==> src/logic/sq_defines.svh <==
`ifndef SQ_DEFINES_SVH
`define SQ_DEFINES_SVH

// queue geometry
`define SQ_DEPTH 8
`define SQ_IDX_W 3

// datapath widths
`define XLEN 32
`define PADDR_W 32
`define BYTES 4
`define BYTE_OFF_W 2

// axi4-lite write channel fields
`define AXIL_PROT_W 3
`define AXIL_RESP_OKAY 2'b00

`endif

==> src/logic/sq_pkg.sv <==
`include "sq_defines.svh"

package sq_pkg;

    // ring pointer, dir flips on every wrap
    typedef struct packed {
        logic dir;
        logic [`SQ_IDX_W-1:0] idx;
    } sq_ptr_t;

    // drain reads the word, forwarding picks bytes
    typedef union packed {
        logic [`XLEN-1:0] word;
        logic [`BYTES-1:0][7:0] bytes;
    } sq_data_u;

    typedef struct packed {
        logic addr_valid;
        logic data_valid;
        logic committed;
        logic [`PADDR_W-`BYTE_OFF_W-1:0] word_addr;
        logic [`BYTES-1:0] byte_mask;
        sq_data_u data;
    } sq_entry_t;

    typedef struct packed {
        logic [`SQ_IDX_W-1:0] idx;
        logic [`PADDR_W-`BYTE_OFF_W-1:0] word_addr;
        logic [`BYTES-1:0] byte_mask;
    } sq_addr_wr_t;

    // size 0 byte, 1 halfword, 2 or 3 word
    typedef struct packed {
        logic [`SQ_IDX_W-1:0] idx;
        logic [1:0] size;
        logic [`XLEN-1:0] data;
    } sq_data_wr_t;

    typedef struct packed {
        sq_ptr_t ptr;
        logic [`PADDR_W-`BYTE_OFF_W-1:0] word_addr;
    } sq_fwd_req_t;

    typedef struct packed {
        logic [`BYTES-1:0] mask;
        sq_data_u data;
        logic data_invalid;
    } sq_fwd_rsp_t;

endpackage

==> src/logic/axil_pkg.sv <==
`include "sq_defines.svh"

package axil_pkg;

    // write address channel payload
    typedef struct packed {
        logic [`PADDR_W-1:0] awaddr;
        logic [`AXIL_PROT_W-1:0] awprot;
    } axil_aw_t;

    // write data channel payload
    typedef struct packed {
        logic [`XLEN-1:0] wdata;
        logic [`BYTES-1:0] wstrb;
    } axil_w_t;

endpackage

==> src/logic/sq_fwd_select.sv <==
`timescale 1ns/1ps
`include "sq_defines.svh"

module sq_fwd_select #(
    parameter int DEPTH = 8
) (
    input  logic [DEPTH-1:0]              dir_i,
    input  logic [DEPTH-1:0][`BYTES-1:0]  mask_i,
    input  sq_pkg::sq_data_u [DEPTH-1:0]  data_i,
    input  logic [DEPTH-1:0]              data_valid_i,
    output logic [`BYTES-1:0]             dir_o,
    output logic [`BYTES-1:0]             mask_o,
    output sq_pkg::sq_data_u              data_o,
    output logic [`BYTES-1:0]             data_valid_o
);
    import sq_pkg::*;

    localparam int LO = DEPTH / 2;
    localparam int HI = DEPTH - LO;

    generate
        if (DEPTH == 1) begin : g_leaf
            assign dir_o = {`BYTES{dir_i[0]}};
            assign mask_o = mask_i[0];
            assign data_o = data_i[0];
            assign data_valid_o = {`BYTES{data_valid_i[0]}};
        end else begin : g_node
            logic [1:0][`BYTES-1:0] sub_dir;
            logic [1:0][`BYTES-1:0] sub_mask;
            logic [1:0][`BYTES-1:0] sub_dv;
            sq_data_u [1:0] sub_data;
            logic [`BYTES-1:0] take_lo;

            sq_fwd_select #(.DEPTH(LO)) u_lo (
                .dir_i        (dir_i[LO-1:0]),
                .mask_i       (mask_i[LO-1:0]),
                .data_i       (data_i[LO-1:0]),
                .data_valid_i (data_valid_i[LO-1:0]),
                .dir_o        (sub_dir[0]),
                .mask_o       (sub_mask[0]),
                .data_o       (sub_data[0]),
                .data_valid_o (sub_dv[0])
            );

            sq_fwd_select #(.DEPTH(HI)) u_hi (
                .dir_i        (dir_i[DEPTH-1:LO]),
                .mask_i       (mask_i[DEPTH-1:LO]),
                .data_i       (data_i[DEPTH-1:LO]),
                .data_valid_i (data_valid_i[DEPTH-1:LO]),
                .dir_o        (sub_dir[1]),
                .mask_o       (sub_mask[1]),
                .data_o       (sub_data[1]),
                .data_valid_o (sub_dv[1])
            );

            // lower half is younger only when it has wrapped past the upper half
            always_comb begin
                for (int b = 0; b < `BYTES; b++) begin
                    take_lo[b] = (sub_mask[0][b] && (sub_dir[0][b] ^ sub_dir[1][b]))
                                 || !sub_mask[1][b];
                    dir_o[b] = take_lo[b] ? sub_dir[0][b] : sub_dir[1][b];
                    mask_o[b] = take_lo[b] ? sub_mask[0][b] : sub_mask[1][b];
                    data_valid_o[b] = take_lo[b] ? sub_dv[0][b] : sub_dv[1][b];
                    data_o.bytes[b] = take_lo[b] ? sub_data[0].bytes[b]
                                                 : sub_data[1].bytes[b];
                end
            end
        end
    endgenerate

endmodule

==> src/logic/sq_entry_file.sv <==
`timescale 1ns/1ps
`include "sq_defines.svh"

module sq_entry_file (
    input  logic                              clk,
    input  logic                              rst,
    input  logic                              alloc_i,
    output sq_pkg::sq_ptr_t                   alloc_ptr_o,
    output logic                              full_o,
    input  logic                              addr_wr_valid_i,
    input  sq_pkg::sq_addr_wr_t               addr_wr_i,
    input  logic                              data_wr_valid_i,
    input  sq_pkg::sq_data_wr_t               data_wr_i,
    input  logic                              commit_i,
    input  logic                              retire_i,
    output logic                              head_ready_o,
    output sq_pkg::sq_entry_t                 head_entry_o,
    output sq_pkg::sq_ptr_t                   head_ptr_o,
    output sq_pkg::sq_ptr_t                   tail_ptr_o,
    output logic [`SQ_DEPTH-1:0]              valid_o,
    output sq_pkg::sq_entry_t [`SQ_DEPTH-1:0] entries_o
);
    import sq_pkg::*;

    sq_ptr_t head;
    sq_ptr_t tail;
    sq_ptr_t cmt;
    logic [`SQ_DEPTH-1:0] valid;
    sq_entry_t [`SQ_DEPTH-1:0] entries;
    sq_entry_t head_entry;
    sq_data_u wr_data;
    logic alloc_take;

    // next slot around the ring
    function automatic sq_ptr_t ptr_inc(input sq_ptr_t p);
        sq_ptr_t n;
        n = p;
        if (p.idx == `SQ_IDX_W'(`SQ_DEPTH - 1)) begin
            n.idx = '0;
            n.dir = ~p.dir;
        end else begin
            n.idx = p.idx + 1'b1;
        end
        return n;
    endfunction

    assign full_o = (tail.idx == head.idx) && (tail.dir != head.dir);
    assign alloc_take = alloc_i && !full_o;

    // replicate store data across the word
    always_comb begin
        case (data_wr_i.size)
            2'd0: wr_data.word = {`BYTES{data_wr_i.data[7:0]}};
            2'd1: wr_data.word = {(`BYTES / 2){data_wr_i.data[15:0]}};
            default: wr_data.word = data_wr_i.data;
        endcase
    end

    always_ff @(posedge clk or posedge rst) begin
        if (rst) begin
            head <= '0;
            tail <= '0;
            cmt <= '0;
            valid <= '0;
            for (int i = 0; i < `SQ_DEPTH; i++) begin
                entries[i].addr_valid <= 1'b0;
                entries[i].data_valid <= 1'b0;
                entries[i].committed <= 1'b0;
            end
        end else begin
            if (alloc_take) begin
                valid[tail.idx] <= 1'b1;
                entries[tail.idx].addr_valid <= 1'b0;
                entries[tail.idx].data_valid <= 1'b0;
                entries[tail.idx].committed <= 1'b0;
                tail <= ptr_inc(tail);
            end
            if (addr_wr_valid_i) begin
                entries[addr_wr_i.idx].word_addr <= addr_wr_i.word_addr;
                entries[addr_wr_i.idx].byte_mask <= addr_wr_i.byte_mask;
                entries[addr_wr_i.idx].addr_valid <= 1'b1;
            end
            if (data_wr_valid_i) begin
                entries[data_wr_i.idx].data <= wr_data;
                entries[data_wr_i.idx].data_valid <= 1'b1;
            end
            // commits arrive in program order
            if (commit_i) begin
                entries[cmt.idx].committed <= 1'b1;
                cmt <= ptr_inc(cmt);
            end
            if (retire_i) begin
                valid[head.idx] <= 1'b0;
                head <= ptr_inc(head);
            end
        end
    end

    assign head_entry = entries[head.idx];
    assign head_ready_o = valid[head.idx] && head_entry.addr_valid
                          && head_entry.data_valid && head_entry.committed;

    assign head_entry_o = head_entry;
    assign alloc_ptr_o = tail;
    assign head_ptr_o = head;
    assign tail_ptr_o = tail;
    assign valid_o = valid;
    assign entries_o = entries;

endmodule

==> src/logic/sq_drain_axil.sv <==
`timescale 1ns/1ps
`include "sq_defines.svh"

module sq_drain_axil (
    input  logic               clk,
    input  logic               rst,
    input  logic               head_ready_i,
    input  sq_pkg::sq_entry_t  head_entry_i,
    output logic               retire_o,
    output logic               awvalid_o,
    output axil_pkg::axil_aw_t aw_o,
    input  logic               awready_i,
    output logic               wvalid_o,
    output axil_pkg::axil_w_t  w_o,
    input  logic               wready_i,
    input  logic               bvalid_i,
    input  logic [1:0]         bresp_i,
    output logic               bready_o
);
    import axil_pkg::*;

    typedef enum logic [1:0] {
        IDLE,
        SEND,
        WAIT_B
    } drain_state_e;

    drain_state_e state;
    axil_aw_t aw_next;
    axil_w_t w_next;
    logic aw_pend;
    logic w_pend;

    assign aw_next.awaddr = {head_entry_i.word_addr, {`BYTE_OFF_W{1'b0}}};
    assign aw_next.awprot = '0;
    assign w_next.wdata = head_entry_i.data.word;
    assign w_next.wstrb = head_entry_i.byte_mask;

    // still waiting on a channel handshake
    assign aw_pend = awvalid_o && !awready_i;
    assign w_pend = wvalid_o && !wready_i;

    always_ff @(posedge clk or posedge rst) begin
        if (rst) begin
            state <= IDLE;
            awvalid_o <= 1'b0;
            wvalid_o <= 1'b0;
        end else begin
            case (state)
                IDLE: begin
                    if (head_ready_i) begin
                        awvalid_o <= 1'b1;
                        wvalid_o <= 1'b1;
                        state <= SEND;
                    end
                end
                SEND: begin
                    awvalid_o <= aw_pend;
                    wvalid_o <= w_pend;
                    if (!aw_pend && !w_pend) begin
                        state <= WAIT_B;
                    end
                end
                WAIT_B: begin
                    if (bvalid_i) begin
                        state <= IDLE;
                    end
                end
                default: state <= IDLE;
            endcase
        end
    end

    // payload captured once per store
    always_ff @(posedge clk) begin
        if (state == IDLE && head_ready_i) begin
            aw_o <= aw_next;
            w_o <= w_next;
        end
    end

    // slave errors still free the entry
    assign retire_o = (state == WAIT_B) && bvalid_i;
    assign bready_o = 1'b1;

endmodule

==> src/logic/sq_forward.sv <==
`timescale 1ns/1ps
`include "sq_defines.svh"

module sq_forward (
    input  logic                              clk,
    input  logic                              rst,
    input  logic                              fwd_req_valid_i,
    input  sq_pkg::sq_fwd_req_t               fwd_req_i,
    input  sq_pkg::sq_ptr_t                   head_ptr_i,
    input  sq_pkg::sq_ptr_t                   tail_ptr_i,
    input  logic [`SQ_DEPTH-1:0]              valid_i,
    input  sq_pkg::sq_entry_t [`SQ_DEPTH-1:0] entries_i,
    output logic                              fwd_rsp_valid_o,
    output sq_pkg::sq_fwd_rsp_t               fwd_rsp_o
);
    import sq_pkg::*;

    sq_ptr_t load_ptr;
    logic [`SQ_DEPTH-1:0] head_mask;
    logic [`SQ_DEPTH-1:0] tail_mask;
    logic [`SQ_DEPTH-1:0] load_mask;
    logic [`SQ_DEPTH-1:0] entry_dir;
    logic [`SQ_DEPTH-1:0] span_window;
    logic [`SQ_DEPTH-1:0] full_window;
    logic [`SQ_DEPTH-1:0] window;
    logic beyond_tail;

    logic s1_valid;
    logic [`SQ_DEPTH-1:0] s1_window;
    logic [`SQ_DEPTH-1:0] s1_dir;
    logic [`PADDR_W-`BYTE_OFF_W-1:0] s1_word_addr;

    logic [`SQ_DEPTH-1:0] hit;
    logic [`SQ_DEPTH-1:0][`BYTES-1:0] hit_mask;
    sq_data_u [`SQ_DEPTH-1:0] cand_data;
    logic [`SQ_DEPTH-1:0] cand_dv;
    logic [`BYTES-1:0] sel_mask;
    logic [`BYTES-1:0] sel_dv;
    sq_data_u sel_data;

    assign load_ptr = fwd_req_i.ptr;

    // thermometer masks, bit j set when j is below the pointer index
    always_comb begin
        for (int j = 0; j < `SQ_DEPTH; j++) begin
            head_mask[j] = `SQ_IDX_W'(j) < head_ptr_i.idx;
            tail_mask[j] = `SQ_IDX_W'(j) < tail_ptr_i.idx;
            load_mask[j] = `SQ_IDX_W'(j) < load_ptr.idx;
            entry_dir[j] = (`SQ_IDX_W'(j) >= head_ptr_i.idx) ? head_ptr_i.dir
                                                              : ~head_ptr_i.dir;
        end
    end

    assign beyond_tail = (load_ptr.dir == tail_ptr_i.dir) ? (load_ptr.idx > tail_ptr_i.idx)
                                                          : (load_ptr.idx < tail_ptr_i.idx);
    assign span_window = {`SQ_DEPTH{head_ptr_i.dir ^ load_ptr.dir}} ^ (head_mask ^ load_mask);
    assign full_window = {`SQ_DEPTH{head_ptr_i.dir ^ tail_ptr_i.dir}} ^ (head_mask ^ tail_mask);
    assign window = (beyond_tail ? full_window : span_window) & valid_i;

    always_ff @(posedge clk or posedge rst) begin
        if (rst) begin
            s1_valid <= 1'b0;
            fwd_rsp_valid_o <= 1'b0;
        end else begin
            s1_valid <= fwd_req_valid_i;
            fwd_rsp_valid_o <= s1_valid;
        end
    end

    always_ff @(posedge clk) begin
        s1_window <= window;
        s1_dir <= entry_dir;
        s1_word_addr <= fwd_req_i.word_addr;
    end

    // stage 2 word match, spread over each store's bytes
    always_comb begin
        for (int j = 0; j < `SQ_DEPTH; j++) begin
            hit[j] = s1_window[j] && entries_i[j].addr_valid
                     && (entries_i[j].word_addr == s1_word_addr);
            hit_mask[j] = {`BYTES{hit[j]}} & entries_i[j].byte_mask;
            cand_data[j] = entries_i[j].data;
            cand_dv[j] = entries_i[j].data_valid;
        end
    end

    sq_fwd_select #(.DEPTH(`SQ_DEPTH)) u_select (
        .dir_i        (s1_dir),
        .mask_i       (hit_mask),
        .data_i       (cand_data),
        .data_valid_i (cand_dv),
        .dir_o        (),
        .mask_o       (sel_mask),
        .data_o       (sel_data),
        .data_valid_o (sel_dv)
    );

    always_ff @(posedge clk) begin
        fwd_rsp_o.mask <= sel_mask;
        fwd_rsp_o.data <= sel_data;
        fwd_rsp_o.data_invalid <= |(sel_mask & ~sel_dv);
    end

endmodule

==> src/logic/store_queue.sv <==
`timescale 1ns/1ps
`include "sq_defines.svh"

module store_queue (
    input  logic                clk,
    input  logic                rst,
    input  logic                alloc_i,
    output sq_pkg::sq_ptr_t     alloc_ptr_o,
    output logic                full_o,
    input  logic                addr_wr_valid_i,
    input  sq_pkg::sq_addr_wr_t addr_wr_i,
    input  logic                data_wr_valid_i,
    input  sq_pkg::sq_data_wr_t data_wr_i,
    input  logic                commit_i,
    input  logic                fwd_req_valid_i,
    input  sq_pkg::sq_fwd_req_t fwd_req_i,
    output logic                fwd_rsp_valid_o,
    output sq_pkg::sq_fwd_rsp_t fwd_rsp_o,
    output logic                awvalid_o,
    output axil_pkg::axil_aw_t  aw_o,
    input  logic                awready_i,
    output logic                wvalid_o,
    output axil_pkg::axil_w_t   w_o,
    input  logic                wready_i,
    input  logic                bvalid_i,
    input  logic [1:0]          bresp_i,
    output logic                bready_o
);
    import sq_pkg::*;

    sq_entry_t head_entry;
    sq_entry_t [`SQ_DEPTH-1:0] entries;
    sq_ptr_t head_ptr;
    sq_ptr_t tail_ptr;
    logic [`SQ_DEPTH-1:0] valid;
    logic head_ready;
    logic retire;

    sq_entry_file u_entry_file (
        .clk             (clk),
        .rst             (rst),
        .alloc_i         (alloc_i),
        .alloc_ptr_o     (alloc_ptr_o),
        .full_o          (full_o),
        .addr_wr_valid_i (addr_wr_valid_i),
        .addr_wr_i       (addr_wr_i),
        .data_wr_valid_i (data_wr_valid_i),
        .data_wr_i       (data_wr_i),
        .commit_i        (commit_i),
        .retire_i        (retire),
        .head_ready_o    (head_ready),
        .head_entry_o    (head_entry),
        .head_ptr_o      (head_ptr),
        .tail_ptr_o      (tail_ptr),
        .valid_o         (valid),
        .entries_o       (entries)
    );

    sq_drain_axil u_drain (
        .clk          (clk),
        .rst          (rst),
        .head_ready_i (head_ready),
        .head_entry_i (head_entry),
        .retire_o     (retire),
        .awvalid_o    (awvalid_o),
        .aw_o         (aw_o),
        .awready_i    (awready_i),
        .wvalid_o     (wvalid_o),
        .w_o          (w_o),
        .wready_i     (wready_i),
        .bvalid_i     (bvalid_i),
        .bresp_i      (bresp_i),
        .bready_o     (bready_o)
    );

    sq_forward u_forward (
        .clk             (clk),
        .rst             (rst),
        .fwd_req_valid_i (fwd_req_valid_i),
        .fwd_req_i       (fwd_req_i),
        .head_ptr_i      (head_ptr),
        .tail_ptr_i      (tail_ptr),
        .valid_i         (valid),
        .entries_i       (entries),
        .fwd_rsp_valid_o (fwd_rsp_valid_o),
        .fwd_rsp_o       (fwd_rsp_o)
    );

endmodule

==> config.mk <==
export PLATFORM = sky130hd
export DESIGN_NAME = store_queue
export DESIGN_NICKNAME = d
export VERILOG_FILES = /design/src/logic/sq_pkg.sv /design/src/logic/axil_pkg.sv /design/src/logic/sq_fwd_select.sv /design/src/logic/sq_entry_file.sv /design/src/logic/sq_drain_axil.sv /design/src/logic/sq_forward.sv /design/src/logic/store_queue.sv
export VERILOG_INCLUDE_DIRS = /design/src /design/src/logic
export SDC_FILE = /design/constraint.sdc
export NUM_CORES = 2
export LEC_CHECK = 0
export BUFFER_PORTS_ARGS = -buffer_cell sky130_fd_sc_hd__buf_2
export CORE_UTILIZATION = 65
export CTS_BUF_LIST = sky130_fd_sc_hd__clkbuf_4 sky130_fd_sc_hd__clkbuf_8
export DETAILED_ROUTE_END_ITERATION = 8
export PLACE_DENSITY_LB_ADDON = 0.15
export SLEW_MARGIN = 20
export SYNTH_ARGS = -nofsm -noshare
export SYNTH_HDL_FRONTEND = slang
export SYNTH_SLANG_ARGS = --single-unit
==> constraint.sdc <==
create_clock -name clk -period 6.84 [get_ports clk]
set_input_delay 0.684 -clock clk [delete_from_list [all_inputs] [get_ports clk]]
set_output_delay 0.684 -clock clk [all_outputs]
set_load 0.05 [all_outputs]
==> flow_summary.rst <==
.. list-table::
   :header-rows: 1

   * - Metric
     - Value
   * - Number of antenna violations at the first check in global routing
     - 2
   * - Vias per Instance
     - 6.968
   * - Arrival time at the worst endpoint
     - 5.54 ns
   * - Number of remaining DRC errors
     - 0
   * - Cells after synthesis
     - 2475
   * - Startpoint class of the critical path
     - register
   * - Starting density of the core
     - 65.85%
   * - Placeable core area
     - 50170 µm²
   * - Peak fanout along the critical path
     - 17
   * - CTS tree
     - built
   * - Setup slack after placement
     - 1.992 ns
   * - Drt first pass iters
     - 7
   * - GRT Overall Usage
     - 42.52%
   * - Clock latency of the later-clocked register in the worst-skew pair
     - 0.76 ns
   * - Leak pwr
     - 13.73 nW
   * - Post-synth EDFFs
     - 594
   * - DP HPWL
     - a little over 70 mm
   * - Rel. slew slack
     - 17.80%
   * - Mean cell area of the mapped netlist
     - ~13 µm²
   * - Routed wire length per instance
     - 31.40 µm
   * - Share of synthesized area occupied by flip-flops and latches
     - 62.73%
   * - Remaining antenna violation count after routing
     - 0
   * - Syn-to-layout area delta
     - 13.14%
   * - Synthesis-stage register bit count
     - 726
   * - Fmax achieved
     - 204.4 MHz
   * - Aggregate global routing overflow
     - 0
   * - Setup repair after global routing missed its margin
     - false
   * - Routed wire length
     - 109.7 mm
   * - Post CTS Setup Buffer Count
     - 0
   * - RR Endpoint
     - u_forward.fwd_rsp_o[0]$_DFF_P_
   * - Area of all placed cells without fillers
     - around 37000 µm²
   * - Max-slew violations
     - 0
   * - Placed instance area
     - between 30000 and 40000 µm²
   * - Floorplan die width
     - about 230 µm
   * - Netlist area before placement
     - around 33000 µm²
   * - Number of top-level pins
     - 237
   * - Via count of the first global-routing pass
     - between 20000 and 25000
   * - Share of flip-flops with an asynchronous set or reset after synthesis
     - 6.749%
   * - Placer's final routability congestion estimate
     - ~1.0
   * - Sum of negative setup slack
     - 0 ns
   * - Capturing element of the worst setup path
     - u_forward.fwd_rsp_o[0]$_DFF_P_
   * - Area of the multi-input gates
     - 11670 µm²
   * - Distinct cell type count of the synthesized netlist
     - 79
   * - Power density over the cells
     - 373.8 nW/µm²
   * - Synth Flop Type
     - sky130_fd_sc_hd__edfxtp_1
   * - Total number of vias
     - 24350
   * - Outcome
     - finished, final reports clean
   * - Height of the die
     - about 230 µm
   * - Slew at the pin closest to its max-slew limit
     - 1.233 ns
   * - Final WS setup
     - 1.947 ns
   * - Hold/Removal Path Class
     - input pin to register
   * - Number of buffers created by CTS
     - 111
   * - Maximum number of buffers from clock root to sink
     - 3
   * - Buffers on Ports
     - roughly 230
   * - Root Buffer
     - sky130_fd_sc_hd__clkbuf_8
   * - Initial DRC count
     - 3547
   * - Register-to-Register Path Depth
     - 11
   * - Warnings, synthesis
     - 0
   * - Clock Pin Slew Worst Setup and Hold Paths
     - 0.07 ns
   * - Critical path required time
     - 7.49 ns
   * - Crit path launch
     - u_forward.s1_word_addr[10]$_DFF_P_
   * - Number of rows created at floorplan
     - 82
   * - Share of cells above drive strength 1
     - 21.77%
   * - CP Capture Type
     - register
   * - Max-Cap Viols
     - 0
   * - Worst setup path class
     - register to register
   * - Largest net degree at the start of global routing
     - 63
   * - Net count of the finished layout
     - 2854
   * - Number of failing setup endpoints in the final timing report
     - 0
   * - Register area
     - 20720 µm²
   * - Smallest hold slack
     - 0.02685 ns
   * - Die footprint
     - 51730 µm²
   * - Number of clock sinks
     - approximately 730
   * - Peak supply drop
     - 0.4003 mV
   * - Post-route clock period utilization
     - between 70% and 80%
   * - Wire length of the first global-routing pass
     - 154.7 mm
   * - Source of the worst register-to-register timing path
     - u_forward.s1_word_addr[10]$_DFF_P_
   * - Worst clock skew on the final layout
     - 0.03558 ns
   * - Core Util, Final
     - about three quarters
   * - Shortest period the worst path allows
     - 4.893 ns
   * - Final hold violations
     - 0
   * - Most frequent cells in the layout
     - 594 x sky130_fd_sc_hd__edfxtp_1, 266 x sky130_fd_sc_hd__a22oi_1, 262 x sky130_fd_sc_hd__xor2_1, 228 x sky130_fd_sc_hd__buf_2, 129 x sky130_fd_sc_hd__mux2i_1
   * - Slack of the worst reg-to-reg path
     - between 1.5 and 2 ns
   * - Count of H-tree levels built during CTS
     - 3
   * - Filler instances
     - slightly above 3000
   * - Most common cell after layout, fill and taps aside
     - sky130_fd_sc_hd__edfxtp_1
-- per-layer routing --
layer / part of all wire [%] / routed length, µm / vias to the layer above / track usage (%)
li1: - / - / 10120 / -
met1: 37 / 41000 / 11960 / 58.62
met2: 45 / 49050 / 1904 / 63.80
met3: 13 / 14620 / 372 / 11.24
met4: 4.6 / 5030 / 4 / 18.68
met5: 0.025 / 27 / - / 0
-- area by class of cell --
type / instances / area share (%)
Sequential cell: 726 / 55.45
Clock inverter: 44 / 1.212
Inverter: 44 / 0.4419
Multi-Input combinational cell: 1568 / 31.24
Tap cell: 672 / 2.250
Timing Repair Buffer: 271 / 3.930
Clock buffer: 167 / 5.463
Antenna cell: 3 / 0.02009
-- worst min-delay path by stage --
stage / start / end / slack (ns) / cells after the start
finish: fwd_req_i[17] / u_forward.s1_word_addr[17]$_DFF_P_ / 0.03 / 1
global route: fwd_req_i[5] / u_forward.s1_word_addr[5]$_DFF_P_ / 0.01 / 1
CTS: fwd_req_i[17] / u_forward.s1_word_addr[17]$_DFF_P_ / 0.001 / 1
detailed placement: u_forward.s1_valid$_DFF_PP0_ / u_forward.fwd_rsp_valid_o$_DFF_PP0_ / 0.34 / 0
global placement: u_forward.s1_valid$_DFF_PP0_ / u_forward.fwd_rsp_valid_o$_DFF_PP0_ / 0.34 / 0
floorplan: u_forward.s1_valid$_DFF_PP0_ / u_forward.fwd_rsp_valid_o$_DFF_PP0_ / 0.33 / 0
-- metrics by stage --
stage               instances  power, W
floorplan                2479  0.008514
global placement         3279  0.009856
detailed placement       3279  0.009934
CTS                      3492   0.01385
global route             3492   0.01435
finish                   3495   0.01397
-- cell families after synthesis --
family | synth area share, %
adder cells (fa/ha/maj) | 0.4545
multiplexers | 7.158
AO/OA/AOI/OAI | 10.76
buffers and inverters | 2.644
flip-flops | 62.73
other | 0.02273
AND/OR/NAND/NOR | 8.404
XOR/XNOR | 7.821
-- where the power goes --
part | switching, W | internal, W | leakage (nW)
clock network | 0.00174 | 0.00223 | 1.33
logic | 0.00297 | 0.00115 | 5.78
registers | 0.000449 | 0.00544 | 6.61
total | 0.00516 | 0.00881 | 13.7
-- critical path, cell delays in order, from the launching register on --
cell	delay, ns
sky130_fd_sc_hd__dfxtp_1	0.62
sky130_fd_sc_hd__xor2_1	0.30
sky130_fd_sc_hd__nor4_1	0.35
sky130_fd_sc_hd__and4_2	0.45
sky130_fd_sc_hd__nand2_2	0.11
sky130_fd_sc_hd__a311oi_4	0.91
sky130_fd_sc_hd__mux2i_1	0.37
sky130_fd_sc_hd__xor2_1	0.13
sky130_fd_sc_hd__a21boi_2	0.85
sky130_fd_sc_hd__mux2i_1	0.19
sky130_fd_sc_hd__mux2_1	0.37
sky130_fd_sc_hd__o2111ai_1	0.12
-- cells in the mapped netlist (4+ instances only) --
cell | instances | area share (%)
sky130_fd_sc_hd__or3_1 | 7 | 0.13
sky130_fd_sc_hd__a22oi_1 | 266 | 6.0
sky130_fd_sc_hd__a21oi_1 | 52 | 0.79
sky130_fd_sc_hd__inv_1 | 43 | 0.49
sky130_fd_sc_hd__o21ai_0 | 72 | 1.1
sky130_fd_sc_hd__nor2_1 | 97 | 1.1
sky130_fd_sc_hd__nand2_1 | 119 | 1.4
sky130_fd_sc_hd__nand3_1 | 27 | 0.41
sky130_fd_sc_hd__clkbuf_1 | 75 | 0.85
sky130_fd_sc_hd__and3_1 | 4 | 0.076
sky130_fd_sc_hd__mux2_2 | 91 | 3.1
sky130_fd_sc_hd__dfxtp_1 | 83 | 5.0
sky130_fd_sc_hd__a22o_1 | 10 | 0.27
sky130_fd_sc_hd__a221oi_1 | 6 | 0.16
sky130_fd_sc_hd__o31ai_1 | 5 | 0.11
sky130_fd_sc_hd__nand2b_1 | 10 | 0.19
sky130_fd_sc_hd__nor2b_1 | 6 | 0.11
sky130_fd_sc_hd__o211ai_1 | 20 | 0.45
sky130_fd_sc_hd__xor2_1 | 262 | 6.9
sky130_fd_sc_hd__buf_2 | 23 | 0.35
sky130_fd_sc_hd__mux2i_1 | 129 | 3.9
sky130_fd_sc_hd__nor4_1 | 113 | 2.1
sky130_fd_sc_hd__xnor2_1 | 33 | 0.87
sky130_fd_sc_hd__buf_4 | 8 | 0.18
sky130_fd_sc_hd__buf_1 | 19 | 0.22
sky130_fd_sc_hd__nor3_1 | 37 | 0.56
sky130_fd_sc_hd__edfxtp_1 | 594 | 54
sky130_fd_sc_hd__buf_6 | 16 | 0.55
sky130_fd_sc_hd__ha_1 | 12 | 0.45
sky130_fd_sc_hd__dfrtp_1 | 49 | 3.7
sky130_fd_sc_hd__a32o_1 | 5 | 0.15
sky130_fd_sc_hd__and2_1 | 5 | 0.095
sky130_fd_sc_hd__o22ai_1 | 4 | 0.076
sky130_fd_sc_hd__nand4_1 | 92 | 1.7
sky130_fd_sc_hd__a21o_1 | 7 | 0.16
-- what timing repair did --
action                                 4_1_cts  5_1_grt
gates resized for setup                      0        0
hold buffers                                 2        0
endpoints found under the hold margin        2        0
No activity file was read; power rests on OpenSTA's default activity.
